===== config.mk =====
export PLATFORM = sky130hd
export DESIGN_NAME = potionTop
export DESIGN_NICKNAME = d
export VERILOG_FILES = /design/src/common/potionPkg.sv /design/src/cursor/cursorControl.sv /design/src/hdl/potionTop.sv /design/src/hdl/roundTimer.sv /design/src/hdl/scoreCombine.sv /design/src/tubes/tubeRack.sv
export SDC_FILE = /design/constraint.sdc
export NUM_CORES = 1
export LEC_CHECK = 0
export BUFFER_PORTS_ARGS = -buffer_cell sky130_fd_sc_hd__buf_2
export CORE_MARGIN = 5
export CORE_UTILIZATION = 40
export CTS_BUF_LIST = sky130_fd_sc_hd__clkbuf_16
export CTS_CLUSTER_DIAMETER = 200
export CTS_CLUSTER_SIZE = 24
export DETAILED_ROUTE_END_ITERATION = 8
export PLACE_DENSITY = 0.55
export SLEW_MARGIN = 10
export SYNTH_ARGS = -nofsm -noshare
export SYNTH_HDL_FRONTEND = slang
export SYNTH_HIERARCHICAL = 1
export SYNTH_SLANG_ARGS = --single-unit

===== constraint.sdc =====
create_clock -name single_pulse_clk -period 16.1 [get_ports single_pulse_clk]
set_input_delay 1.61 -clock single_pulse_clk [delete_from_list [all_inputs] [get_ports single_pulse_clk]]
set_output_delay 1.61 -clock single_pulse_clk [all_outputs]
set_load 0.03 [all_outputs]

===== src/common/potionPkg.sv =====
package potionPkg;

    ////////////////////
    // Game sizes
    ////////////////////
    localparam int NumTubes    = 7;
    localparam int TubeDepth   = 4;
    localparam int CursorSlots = 8;             // Last slot is not a tube
    localparam int RowSlots    = CursorSlots / 2;

    typedef logic [2:0] colourT;                // 0 blank, 1 to 6 liquid
    typedef logic [2:0] levelT;                 // Units filled, 0 to 4
    typedef logic [2:0] slotT;
    typedef colourT [NumTubes-1:0][TubeDepth-1:0] rackT;  // Unit 0 at the bottom
    typedef logic [9:0] scoreT;
    typedef logic [6:0] pctT;

    localparam slotT NoTube = 3'd7;             // Nothing confirmed

    // Listed from tube 6 down to tube 0, each tube from its top unit down
    // Every pair of mixed tubes swaps its top units, tube 6 is the spare
    localparam rackT StartLayout = '{
        '{3'd0, 3'd0, 3'd0, 3'd0},
        '{3'd5, 3'd6, 3'd6, 3'd6},
        '{3'd6, 3'd5, 3'd5, 3'd5},
        '{3'd3, 3'd4, 3'd4, 3'd4},
        '{3'd4, 3'd3, 3'd3, 3'd3},
        '{3'd1, 3'd2, 3'd2, 3'd2},
        '{3'd2, 3'd1, 3'd1, 3'd1}
    };

    ////////////////////
    // Timing and score
    ////////////////////
    localparam int RoundCycles    = 3000;
    localparam int TimerBits      = $clog2(RoundCycles + 1);
    localparam int FullPct        = 100;
    localparam int FinishedPoints = 100;
    localparam int PenaltyPerPct  = 5;
    localparam int WinHoldCycles  = 200;
    localparam int HoldBits       = $clog2(WinHoldCycles);

    typedef logic [TimerBits-1:0] timerT;
    typedef logic [HoldBits-1:0] holdT;

endpackage


===== src/cursor/cursorControl.sv =====
`timescale 1ns/1ps

module cursorControl (
    input  logic                               single_pulse_clk,
    input  logic                               rst,
    input  logic                               start,
    input  logic                               playing,
    input  logic                               btnL,
    input  logic                               btnR,
    input  logic                               btnU,
    input  logic                               btnD,
    input  logic                               btnC,
    output logic [potionPkg::CursorSlots-1:0]  selected,
    output logic [potionPkg::CursorSlots-1:0]  confirmed,
    output logic                               pourReq,
    output potionPkg::slotT                    pourSrc,
    output potionPkg::slotT                    pourDst,
    output logic                               quit
);

    potionPkg::slotT                   cursor;        // Slot under the cursor
    potionPkg::slotT                   confirmSlot;   // NoTube when empty
    potionPkg::slotT                   cursorNext;
    logic                              haveConfirm;
    logic                              onConfirm;
    logic                              onNoTube;

    assign haveConfirm = (confirmSlot != potionPkg::NoTube);
    assign onConfirm   = haveConfirm && (cursor == confirmSlot);
    assign onNoTube    = (cursor == potionPkg::NoTube);

    ////////////////////
    // Centre button
    ////////////////////
    // Quit only from the spare slot with no tube held
    assign quit    = playing && btnC && !haveConfirm && onNoTube;
    assign pourReq = playing && btnC && haveConfirm && !onConfirm && !onNoTube;
    assign pourSrc = confirmSlot;
    assign pourDst = cursor;

    ////////////////////
    // Grid movement
    ////////////////////
    always_comb begin
        cursorNext = cursor;
        if (btnL) begin
            if (cursor != '0 && cursor != potionPkg::slotT'(potionPkg::RowSlots)) begin
                cursorNext = cursor - 3'd1;
            end
        end else if (btnR) begin
            if (cursor != potionPkg::slotT'(potionPkg::RowSlots - 1) &&
                cursor != potionPkg::slotT'(potionPkg::CursorSlots - 1)) begin
                cursorNext = cursor + 3'd1;
            end
        end else if (btnU) begin
            if (cursor >= potionPkg::slotT'(potionPkg::RowSlots)) begin
                cursorNext = cursor - potionPkg::slotT'(potionPkg::RowSlots);  // Up a row
            end
        end else if (btnD) begin
            if (cursor < potionPkg::slotT'(potionPkg::RowSlots)) begin
                cursorNext = cursor + potionPkg::slotT'(potionPkg::RowSlots);
            end
        end
    end

    always_ff @(posedge single_pulse_clk) begin
        if (rst || start) begin
            cursor      <= '0;
            confirmSlot <= potionPkg::NoTube;
        end else if (playing) begin
            cursor <= cursorNext;
            if (btnC) begin
                // A held tube is dropped by cancel or pour, the spare slot holds nothing
                if (haveConfirm || onNoTube) begin
                    confirmSlot <= potionPkg::NoTube;
                end else begin
                    confirmSlot <= cursor;
                end
            end
        end
    end

    assign selected  = {{(potionPkg::CursorSlots - 1){1'b0}}, 1'b1} << cursor;
    assign confirmed = haveConfirm ?
                       ({{(potionPkg::CursorSlots - 1){1'b0}}, 1'b1} << confirmSlot) : '0;

endmodule


===== src/hdl/potionTop.sv =====
`timescale 1ns/1ps

module potionTop (
    input  logic                               single_pulse_clk,
    input  logic                               rst,
    input  logic                               start,
    input  logic                               btnL,
    input  logic                               btnR,
    input  logic                               btnU,
    input  logic                               btnD,
    input  logic                               btnC,
    output potionPkg::rackT                    tubes,
    output logic [potionPkg::CursorSlots-1:0]  selected,
    output logic [potionPkg::CursorSlots-1:0]  confirmed,
    output potionPkg::pctT                     timeLeftPct,
    output potionPkg::scoreT                   score,
    output logic                               won,
    output logic                               ended
);

    logic            playing;        // Round in progress
    logic            pourReq;
    potionPkg::slotT pourSrc;
    potionPkg::slotT pourDst;
    logic            quit;
    logic [2:0]      finishedCount;
    logic            expired;

    ////////////////////
    // Player input
    ////////////////////
    cursorControl cursor (
        .single_pulse_clk (single_pulse_clk),
        .rst              (rst),
        .start            (start),
        .playing          (playing),
        .btnL             (btnL),
        .btnR             (btnR),
        .btnU             (btnU),
        .btnD             (btnD),
        .btnC             (btnC),
        .selected         (selected),
        .confirmed        (confirmed),
        .pourReq          (pourReq),
        .pourSrc          (pourSrc),
        .pourDst          (pourDst),
        .quit             (quit)
    );

    ////////////////////
    // Board and clock
    ////////////////////
    tubeRack rack (
        .single_pulse_clk (single_pulse_clk),
        .rst              (rst),
        .start            (start),
        .pourReq          (pourReq),
        .pourSrc          (pourSrc),
        .pourDst          (pourDst),
        .tubes            (tubes),
        .finishedCount    (finishedCount)
    );

    roundTimer timer (
        .single_pulse_clk (single_pulse_clk),
        .rst              (rst),
        .start            (start),
        .playing          (playing),
        .timeLeftPct      (timeLeftPct),
        .expired          (expired)
    );

    // Round state lives with the score
    scoreCombine scorer (
        .single_pulse_clk (single_pulse_clk),
        .rst              (rst),
        .start            (start),
        .finishedCount    (finishedCount),
        .timeLeftPct      (timeLeftPct),
        .expired          (expired),
        .quit             (quit),
        .playing          (playing),
        .score            (score),
        .won              (won),
        .ended            (ended)
    );

endmodule


===== src/hdl/roundTimer.sv =====
`timescale 1ns/1ps

module roundTimer (
    input  logic           single_pulse_clk,
    input  logic           rst,
    input  logic           start,
    input  logic           playing,
    output potionPkg::pctT timeLeftPct,
    output logic           expired
);

    potionPkg::timerT remaining;     // Cycles left in the round
    logic [31:0]      scaled;

    ////////////////////
    // Countdown
    ////////////////////
    always_ff @(posedge single_pulse_clk) begin
        if (rst || start) begin
            remaining <= potionPkg::timerT'(potionPkg::RoundCycles);
        end else if (playing && remaining != '0) begin
            remaining <= remaining - potionPkg::timerT'(1);
        end
    end

    // Last cycle of play, the count then settles at zero
    assign expired = playing && (remaining == potionPkg::timerT'(1));

    // Percentage rounds down
    assign scaled      = 32'(remaining) * 32'(potionPkg::FullPct);
    assign timeLeftPct = potionPkg::pctT'(scaled / 32'(potionPkg::RoundCycles));

endmodule


===== src/hdl/scoreCombine.sv =====
`timescale 1ns/1ps

module scoreCombine (
    input  logic             single_pulse_clk,
    input  logic             rst,
    input  logic             start,
    input  logic [2:0]       finishedCount,
    input  potionPkg::pctT   timeLeftPct,
    input  logic             expired,
    input  logic             quit,
    output logic             playing,
    output potionPkg::scoreT score,
    output logic             won,
    output logic             ended
);

    potionPkg::holdT  holdCount;     // Cycles spent solved
    potionPkg::scoreT points;
    potionPkg::scoreT penalty;
    potionPkg::scoreT scoreNext;
    logic             solved;

    assign solved  = (finishedCount == 3'(potionPkg::NumTubes));
    assign points  = potionPkg::scoreT'(finishedCount) *
                     potionPkg::scoreT'(potionPkg::FinishedPoints);
    // Penalty grows with the share of time used
    assign penalty = potionPkg::scoreT'(potionPkg::pctT'(potionPkg::FullPct) - timeLeftPct) *
                     potionPkg::scoreT'(potionPkg::PenaltyPerPct);
    assign scoreNext = (points > penalty) ? points - penalty : '0;   // Floor at zero

    always_ff @(posedge single_pulse_clk) begin
        if (rst || start) begin
            playing   <= !rst;              // A new round begins on start
            won       <= 1'b0;
            ended     <= 1'b0;
            score     <= '0;
            holdCount <= '0;
        end else if (playing) begin
            score <= scoreNext;
            if (expired || quit) begin
                ended   <= 1'b1;
                playing <= 1'b0;
            end
            if (!solved) begin
                holdCount <= '0;
            end else if (holdCount == potionPkg::holdT'(potionPkg::WinHoldCycles - 1)) begin
                won     <= 1'b1;
                playing <= 1'b0;
            end else begin
                holdCount <= holdCount + potionPkg::holdT'(1);
            end
        end
    end

endmodule


===== src/tubes/tubeRack.sv =====
`timescale 1ns/1ps

module tubeRack (
    input  logic            single_pulse_clk,
    input  logic            rst,
    input  logic            start,
    input  logic            pourReq,
    input  potionPkg::slotT pourSrc,
    input  potionPkg::slotT pourDst,
    output potionPkg::rackT tubes,
    output logic [2:0]      finishedCount
);

    potionPkg::levelT levels [potionPkg::NumTubes];   // Units in each tube

    // Working copies for the pour engine
    potionPkg::colourT [potionPkg::TubeDepth-1:0] srcTube;
    potionPkg::colourT [potionPkg::TubeDepth-1:0] dstTube;
    potionPkg::levelT                             srcLvl;
    potionPkg::levelT                             dstLvl;
    logic [1:0]                                   srcTop;
    logic [1:0]                                   dstTop;

    // Liquid never has a gap under it, so a tube's level is its non-blank count
    function automatic potionPkg::levelT fillLevel(
        input potionPkg::colourT [potionPkg::TubeDepth-1:0] tube
    );
        potionPkg::levelT n;
        n = '0;
        for (int u = 0; u < potionPkg::TubeDepth; u++) begin
            if (tube[u] != '0) begin
                n = n + 3'd1;
            end
        end
        return n;
    endfunction

    ////////////////////
    // Pour engine
    ////////////////////
    // Up to four units move in one cycle, one per unrolled step
    always_comb begin
        srcTube = tubes[pourSrc];
        dstTube = tubes[pourDst];
        srcLvl  = levels[pourSrc];
        dstLvl  = levels[pourDst];
        srcTop  = '0;
        dstTop  = '0;
        for (int step = 0; step < potionPkg::TubeDepth; step++) begin
            srcTop = srcLvl[1:0] - 2'd1;     // Level 4 wraps to unit 3
            dstTop = dstLvl[1:0] - 2'd1;
            if (srcLvl != '0 &&
                dstLvl != potionPkg::levelT'(potionPkg::TubeDepth) &&
                (dstLvl == '0 || dstTube[dstTop] == srcTube[srcTop])) begin
                dstTube[dstLvl[1:0]] = srcTube[srcTop];
                srcTube[srcTop]      = '0;
                srcLvl               = srcLvl - 3'd1;
                dstLvl               = dstLvl + 3'd1;
            end
        end
    end

    ////////////////////
    // Tube storage
    ////////////////////
    always_ff @(posedge single_pulse_clk) begin
        if (rst) begin
            tubes <= '0;                     // All blank
            for (int t = 0; t < potionPkg::NumTubes; t++) begin
                levels[t] <= '0;
            end
        end else if (start) begin
            tubes <= potionPkg::StartLayout;
            for (int t = 0; t < potionPkg::NumTubes; t++) begin
                levels[t] <= fillLevel(potionPkg::StartLayout[t]);
            end
        end else if (pourReq) begin
            // Source and destination always differ
            tubes[pourSrc]  <= srcTube;
            tubes[pourDst]  <= dstTube;
            levels[pourSrc] <= srcLvl;
            levels[pourDst] <= dstLvl;
        end
    end

    ////////////////////
    // Finished tubes
    ////////////////////
    // A tube of one colour throughout is finished, an empty one too
    always_comb begin
        logic uniform;
        uniform       = 1'b0;
        finishedCount = '0;
        for (int t = 0; t < potionPkg::NumTubes; t++) begin
            uniform = 1'b1;
            for (int u = 1; u < potionPkg::TubeDepth; u++) begin
                if (tubes[t][u] != tubes[t][0]) begin
                    uniform = 1'b0;
                end
            end
            if (uniform) begin
                finishedCount = finishedCount + 3'd1;
            end
        end
    end

endmodule

==> results of run 1 <==
metrics by stage:
stage	setup WS (ps)	instance area (sq um)
detailed placement	699.1	19980
CTS	653.2	20610
global route	48.70	20680
finish	659.0	20680
global placement	625.3	19980
floorplan	3405	18970
state kept, by name, indices dropped and copies added (netlist names):
| register | count |
|---|---|
| scorer/playing | 1 |
| scorer/won | 1 |
| scorer/score | 10 |
| cursor/pourSrc | 3 |
| cursor/pourDst | 3 |
| rack/tubes | 84 |
| scorer/holdCount | 8 |
| timer/remaining | 12 |
| rack/levels | 24 |
| scorer/ended | 1 |
routing by layer:
layer | routed length, um | up-vias | GRT usage (%)
li1 | - | 9226 | -
met1 | 34070 | 10020 | 40.04
met2 | 35220 | 1205 | 45.73
met3 | 7545 | 255 | 5.168
met4 | 4596 | 2 | 13.43
met5 | 20 | - | 0
layout by cell type, fill, tap and decap left out, types with 20 or more instances in the layout:
cell,netlist,routed
nand2_1,184,184
nor2_1,181,180
ha_1,132,132
buf_2,36,125
dfxtp_1,123,119
o21ai_0,109,109
a21oi_1,108,108
inv_1,96,96
a221oi_1,82,82
mux2i_1,78,72
nor3_1,66,66
nand3_1,62,62
xnor2_1,61,60
nand4_1,41,41
mux2_2,39,39
xor2_1,33,33
nand2b_1,32,32
buf_4,10,32
and2_1,29,29
a211oi_1,29,29
o21bai_1,29,29
nor2b_1,28,28
and3_1,26,26
nor4_1,26,26
o21ai_1,24,24
o22ai_1,24,24
or3_1,24,24
o211ai_1,24,24
a21o_1,24,24
edfxtp_1,24,24
or4_1,22,22
a221o_1,20,20
a22oi_1,20,20
tightest hold or removal path, delay by kind of cell, from the launching register on:
kind	cells	cell delay [ps]
AO/OA/AOI/OAI	1	60
flip-flops	1	320
AND/OR/NAND/NOR	1	50
kinds of logic (layout without fill, tap and decap cells):
| group | Yosys count | in the layout | share of synthesized area [%] |
|---|---|---|---|
| AOI/OAI and AO/OA | 777 | 777 | 31.52 |
| and+or+nand+nor | 814 | 814 | 22.59 |
| adders and majority gates | 140 | 140 | 9.549 |
| other | 1 | 1 | 0.01976 |
| buffers and inverters | 228 | 295 | 5.183 |
| xor gates and xnor gates | 103 | 103 | 5.170 |
| DFF | 147 | 147 | 16.78 |
| muxes | 144 | 144 | 9.193 |
worst max path at each step:
| stage | endpoint | start |
|---|---|---|
| after detailed placement | rack/tubes[69] | cursor/pourSrc[2] |
| after CTS | rack/tubes[69] | cursor/pourSrc[2] |
| after global placement | rack/tubes[69] | cursor/pourSrc[2] |
| final | rack/tubes[15] | cursor/pourSrc[2] |
| after global routing | rack/tubes[63] | cursor/pourSrc[1] |
| after floorplan | scorer/score[0] | timer/remaining[2] |
layout make-up:
| cell class | count | area (sq um) |
|---|---|---|
| fillers | 4667 | 26070 |
| multi-input cells | 1979 | 14840 |
| flip-flops and latches | 147 | 3188 |
| repair buffers | 157 | 865.8 |
| well taps | 607 | 759.5 |
| clock buffers | 17 | 425.4 |
| inverters | 106 | 397.9 |
| clock inverters | 15 | 203.9 |
what timing repair did:
action,CTS,global route
buffers inserted,0,6
resized for setup,0,6
setup endpoints to repair,0,52
endpoints found under the hold margin,0,0
==> reports/summary.txt, run 1 <==
RUN STATUS
------------------------------------------------------------------------------------
Result of the run                                                          completed

SYNTHESIS
------------------------------------------------------------------------------------
Yosys Warn Count                                                                   6
Proportion of synthesized flip-flops having asynchronous set or reset             0%
Unique masters post-synth                                                        141
Synth Area per Inst                                                      8.060 sq um
Summed instance area of the synthesized netlist                          18970 sq um
Library cell with the highest instance count after synthesis                 nand2_1
Post-synthesis cell type with the largest combined area                      dfxtp_1
Area share of the largest cell type after synthesis                           12.98%
Count of flip-flops with a built-in enable after synthesis                        24
Number of cells produced by synthesis                                           2354
Main synth FF type                                                           dfxtp_1
Count of state elements after synthesis                                          147
Net count after synthesis                                                       2502
Largest cells by area after synthesis                                   dfxtp_1, ha_1, mux2i_1, edfxtp_1, a221oi_1
Post-synth top cells                                                    nand2_1, nor2_1, ha_1
Proportion of synthesized chip area in sequential cells                       16.78%

CRITICAL PATH
------------------------------------------------------------------------------------
Nature of the critical path endpoint                                            flop
Family with the most delay on the worst path                            compound AO/OA/AOI/OAI gates
Max incr delay on CP                                                         1100 ps
Data arrival at the endpoint of the critical path                           15720 ps
CP Depth                                                                          40
Worst Setup Path Type                                                     reg -> reg
Worst Path Max Fanout                                                             32
Most used cell along the critical path                                         inv_1
Bufs and invs on worst path                                                        5
CP Launch Type                                                                  flop
Number of cells traversed by the worst register-to-register path                  40
Capture point of the worst reg-to-reg path                              rack/tubes[15]
CP Data Required Time                                                       16380 ps
FF-to-FF Start                                                          cursor/pourSrc[2]
FF-to-FF setup slack                                                          660 ps
Slowest library cell on the worst path                                      a222oi_1

LAYOUT
------------------------------------------------------------------------------------
Antenna Diode Count                                                                0
Final design utilization                                                      44.24%
Count of placed standard cells in the final layout, fillers left out            3028
Syn-to-layout area delta                                                      9.021%
Layout cell share with drive strength beyond 1                                16.27%
Net count reported at finish                                                    2556

DRT
------------------------------------------------------------------------------------
Average via count per standard cell                                            6.839
DR WL/cell                                                                  26.90 um
Detailed-route wire length                                                  81460 um
Number of design rule violations left after detail routing                         0
Detailed router's first-iteration violation count                               2578
Router iterations before antenna repair                                            6
Antenna Violating Nets Remaining                                                   0
Total number of vias                                                          20.71k

GRT
------------------------------------------------------------------------------------
GRT Resource Usage Total                                                      29.44%
Number of global-route vias before repair                                     18.81k
Maximum number of pins on one net before global-route repair                      58
Number of antenna violations at the first check in global routing                  3
Aggregate global routing overflow                                                  0
Global-route wire length before repair                                     121400 um

STA
------------------------------------------------------------------------------------
Worst-case headroom to the max-slew limit                                     9.538%
Final number of max-transition violations                                          0
F_max                                                                      64.76 MHz
Shortest period the worst path allows                                       15440 ps
TNS Setup                                                                       0 ps
Final-report setup violation count                                                 0
Transition time of the tightest slew-check pin                               1319 ps
Fin crit share                                                                95.91%
Clock Skews                                                                 20.74 ps
Worst hold-check slack                                                      461.7 ps
Hold violation total from the final report                                         0
RSZ-0062 raised after global routing                                              no

PLACED DESIGN
------------------------------------------------------------------------------------
Dpl cells                                                                       2990
Port Buf Inserts                                                                 125
Sum of net half-perimeters after detailed placement                         63540 um
Placer congestion estimate                                                     1.018

HOLD PATH
------------------------------------------------------------------------------------
Hold WC Path Type                                                         reg -> reg
Min-delay src                                                           scorer/score[3]
Hold Path Depth                                                                    2
Capture endpoint of the worst hold path                                 scorer/score[3]

CTS
------------------------------------------------------------------------------------
Number of H-tree levels                                                            4
Clock Pin Slew Worst Setup and Hold Paths                                      80 ps
CTS Buf Count                                                                     17
Cts hold-fix bufs                                                                  0
TritonCTS Sinks                                                                  147
Clk Latency, worst-skew pair                                                  450 ps
Cell at the root of the clock tree                                         clkbuf_16
TritonCTS clock tree                                                             yes
Number of buffers between clock root and the deepest sink                          2

FLOW RUN
------------------------------------------------------------------------------------
Max-cap check violation count                                                      0

DIE
------------------------------------------------------------------------------------
Initial Utilization                                                           40.58%
# IOs                                                                            127
Die boundary height                                                         227.8 um
Die Footprint                                                            51890 sq um
Floorplan core area                                                      46750 sq um
Die extent in x                                                             227.8 um
Cell row count                                                                    79

Power of run 1 is not shown: default switching activity piles up to over one toggle a cycle in this logic, so the estimate is an artifact.
==> run 2: changes to the inputs <==
- REMOVE_ABC_BUFFERS: unset -> 1
==> run 2 against run 1 <==
Compared with the run above:
- fmax rose by 1.0%
- first-iteration DRC count is 4.9% higher
- non-clock buffer count rose by 4
- register-to-register slack better by 160 ps
- final cell count rose by 0.13%
- count of clock-buffer cells in the layout increased by 1
- global-route usage grew 0.92 points
- worst hold slack got worse by 18 ps
- clock skew fell by 1.8 ps
- routed wire length rose by 3.0%
- die area is the same
- critical path depth decreased by 1
- highest routed layer unchanged
==> reports/summary.txt, run 2 (synthesis results as in run 1) <==
GRT
--------------------------------------------------------------------------------
Number of antenna violations at the first check in global routing              1   -2
Global-route wire length before repair                                 124800 um   +2.8%
GRT Resource Usage Total                                                  30.36%   +0.92 points
Aggregate global routing overflow                                              0   unchanged
Number of global-route vias before repair                                 19.14k   +1.8%
Maximum number of pins on one net before global-route repair                  58   unchanged

LAYOUT
--------------------------------------------------------------------------------
Number of flip-flops under the largest register name                          84   unchanged
Most common cell after layout, fill and taps aside                       nand2_1
Net count reported at finish                                                2560   +0.16%
Commonest cells after routing, fill and taps aside                  nand2_1, nor2_1, ha_1
Layout cell share with drive strength beyond 1                            16.17%   -0.10 points
Largest registers                                                   rack/tubes: 84 flops, rack/levels: 24 flops, timer/remaining: 12 flops
Layout filler cell count                                                    4788   +2.6%
Register with the most flip-flops                                     rack/tubes
Syn-to-layout area delta                                                  8.764%

DIE
--------------------------------------------------------------------------------
Die Footprint                                                        51890 sq um   unchanged
# IOs                                                                        127   unchanged
Initial Utilization                                                       40.58%   unchanged
Floorplan core area                                                  46750 sq um   unchanged
Die extent in x                                                         227.8 um   unchanged
Die boundary height                                                     227.8 um   unchanged
Cell row count                                                                79   unchanged

CRITICAL PATH
--------------------------------------------------------------------------------
CP Data Required Time                                                   16360 ps   -20 ps
Slowest library cell on the worst path                                   nor4b_4
FF-to-FF setup slack                                                      820 ps   +160 ps
FF-to-FF Start                                                      cursor/pourSrc[1]
Worst Path Max Fanout                                                         33   +3.1%
Nature of the critical path endpoint                                        flop
Data arrival at the endpoint of the critical path                       15540 ps   -180 ps
Most used cell along the critical path                                   mux2i_1
Max incr delay on CP                                                      980 ps   -120 ps
CP Launch Type                                                              flop
Number of cells traversed by the worst register-to-register path              39   -2.5%
Worst Setup Path Type                                                 reg -> reg
Capture point of the worst reg-to-reg path                          rack/tubes[15]

DRT
--------------------------------------------------------------------------------
Antenna Violating Nets Remaining                                               0   unchanged
Average via count per standard cell                                        6.874   +0.50%
Router iterations before antenna repair                                        6   unchanged
DR WL/cell                                                              27.68 um   +2.9%
Detailed router's first-iteration violation count                           2704   +4.9%
Detailed-route wire length                                              83930 um   +3.0%
Total number of vias                                                      20.84k   +0.63%
Number of design rule violations left after detail routing                     0   unchanged

CTS
--------------------------------------------------------------------------------
TritonCTS clock tree                                                         yes
Cell at the root of the clock tree                                     clkbuf_16
TritonCTS Sinks                                                              147   unchanged
Number of buffers between clock root and the deepest sink                      2   unchanged
Clk Latency, worst-skew pair                                              450 ps   about the same
Cts hold-fix bufs                                                              0   unchanged
Number of H-tree levels                                                        4   unchanged
Clock Pin Slew Worst Setup and Hold Paths                                  60 ps   -20 ps
CTS Buf Count                                                                 17   unchanged

STA
--------------------------------------------------------------------------------
Transition time of the tightest slew-check pin                           1316 ps   -2.983 ps
Shortest period the worst path allows                                   15280 ps   -158.3 ps
Hold violation total from the final report                                     0   unchanged
Fin crit share                                                            94.92%   -0.98 points
F_max                                                                  65.43 MHz   +1.0%
RSZ-0062 raised after global routing                                          no
Clock Skews                                                             18.91 ps   -1.835 ps
TNS Setup                                                                   0 ps   unchanged
Final number of max-transition violations                                      0   unchanged
Worst-case headroom to the max-slew limit                                 11.93%   +2.4 points
Final-report setup violation count                                             0   unchanged

RUN STATUS
--------------------------------------------------------------------------------
Result of the run                                                      completed

HOLD PATH
--------------------------------------------------------------------------------
Hold Path Depth                                                                2   unchanged
Min-delay src                                                       scorer/ended
Capture endpoint of the worst hold path                             scorer/ended
Hold WC Path Type                                                     reg -> reg

PLACED DESIGN
--------------------------------------------------------------------------------
Sum of net half-perimeters after detailed placement                     64490 um   +1.5%
Port Buf Inserts                                                             125   unchanged
Placer congestion estimate                                                 1.034   +1.6%

FLOW RUN
--------------------------------------------------------------------------------
Max-cap check violation count                                                  0   unchanged

==> run 2: area by class of cell <==
class | count | area (sq um) | share of cell area [%]
Sequential cell | 147 | 3188 | 15.45
Antenna cell | 1 | 2.502 | 0.01213
Timing Repair Buffer | 161 | 895.9 | 4.341
Clock buffer | 18 | 450.4 | 2.183
Multi-Input combinational cell | 1979 | 14830 | 71.89
Inverter | 106 | 397.9 | 1.928
Tap cell | 607 | 759.5 | 3.680
Clock inverter | 13 | 107.6 | 0.5214
==> run 2: how the worst max path moves through the flow <==
stage / from / end / depth (start not counted)
3_5_place_dp: cursor/pourSrc[0] / rack/tubes[15] / 37
6_report: cursor/pourSrc[1] / rack/tubes[15] / 39
4_1_cts: cursor/pourSrc[0] / rack/tubes[15] / 37
5_1_grt: cursor/pourSrc[1] / rack/tubes[75] / 39
2_1_floorplan: cursor/pourDst[2] / rack/tubes[16] / 36
3_3_place_gp: cursor/pourSrc[1] / rack/tubes[15] / 39
==> run 2: metrics by stage <==
| step | hold WS, ps | instance area [sq um] | util, % | setup slack, ps | std cells |
|---|---|---|---|---|---|
| global placement | 435.4 | 20070 | 42.93 | 1571 | 3000 |
| global route | 485.6 | 20630 | 44.13 | 128.2 | 3031 |
| CTS | 446.2 | 20630 | 44.12 | 1324 | 3031 |
| floorplan | 458.7 | 18390 | - | 2674 | 2232 |
| finish | 444.0 | 20640 | 44.14 | 817.3 | 3032 |
| detailed placement | 436.2 | 20070 | 42.93 | 1353 | 3000 |
==> run 2: critical path, delay by kind of cell, from the launching register on <==
family                     cells  cell delay (ps)
adders and majority gates      3             1440
muxes                          6             3120
buffers and inverters          5             1080
and+or+nand+nor                8             2880
xor gates and xnor gates       4             1250
DFF                            1              900
AOI/OAI and AO/OA             13             4380
==> run 2: repair_timing <==
| item | 4_1_cts | 5_1_grt |
|---|---|---|
| setup buffers | 0 | 0 |
| gates resized for setup | 0 | 1 |
| endpoints found under the setup margin | 0 | 1 |
==> run 2: metal layers <==
metal	routed length (um)	GRT usage (%)	vias to the layer above
li1	-	-	9229
met1	35950	42.19	10050
met2	35100	45.16	1326
met3	9001	7.540	232
met4	3864	12.29	2
met5	13	0	-
Power of run 2 is left out for the same reason.
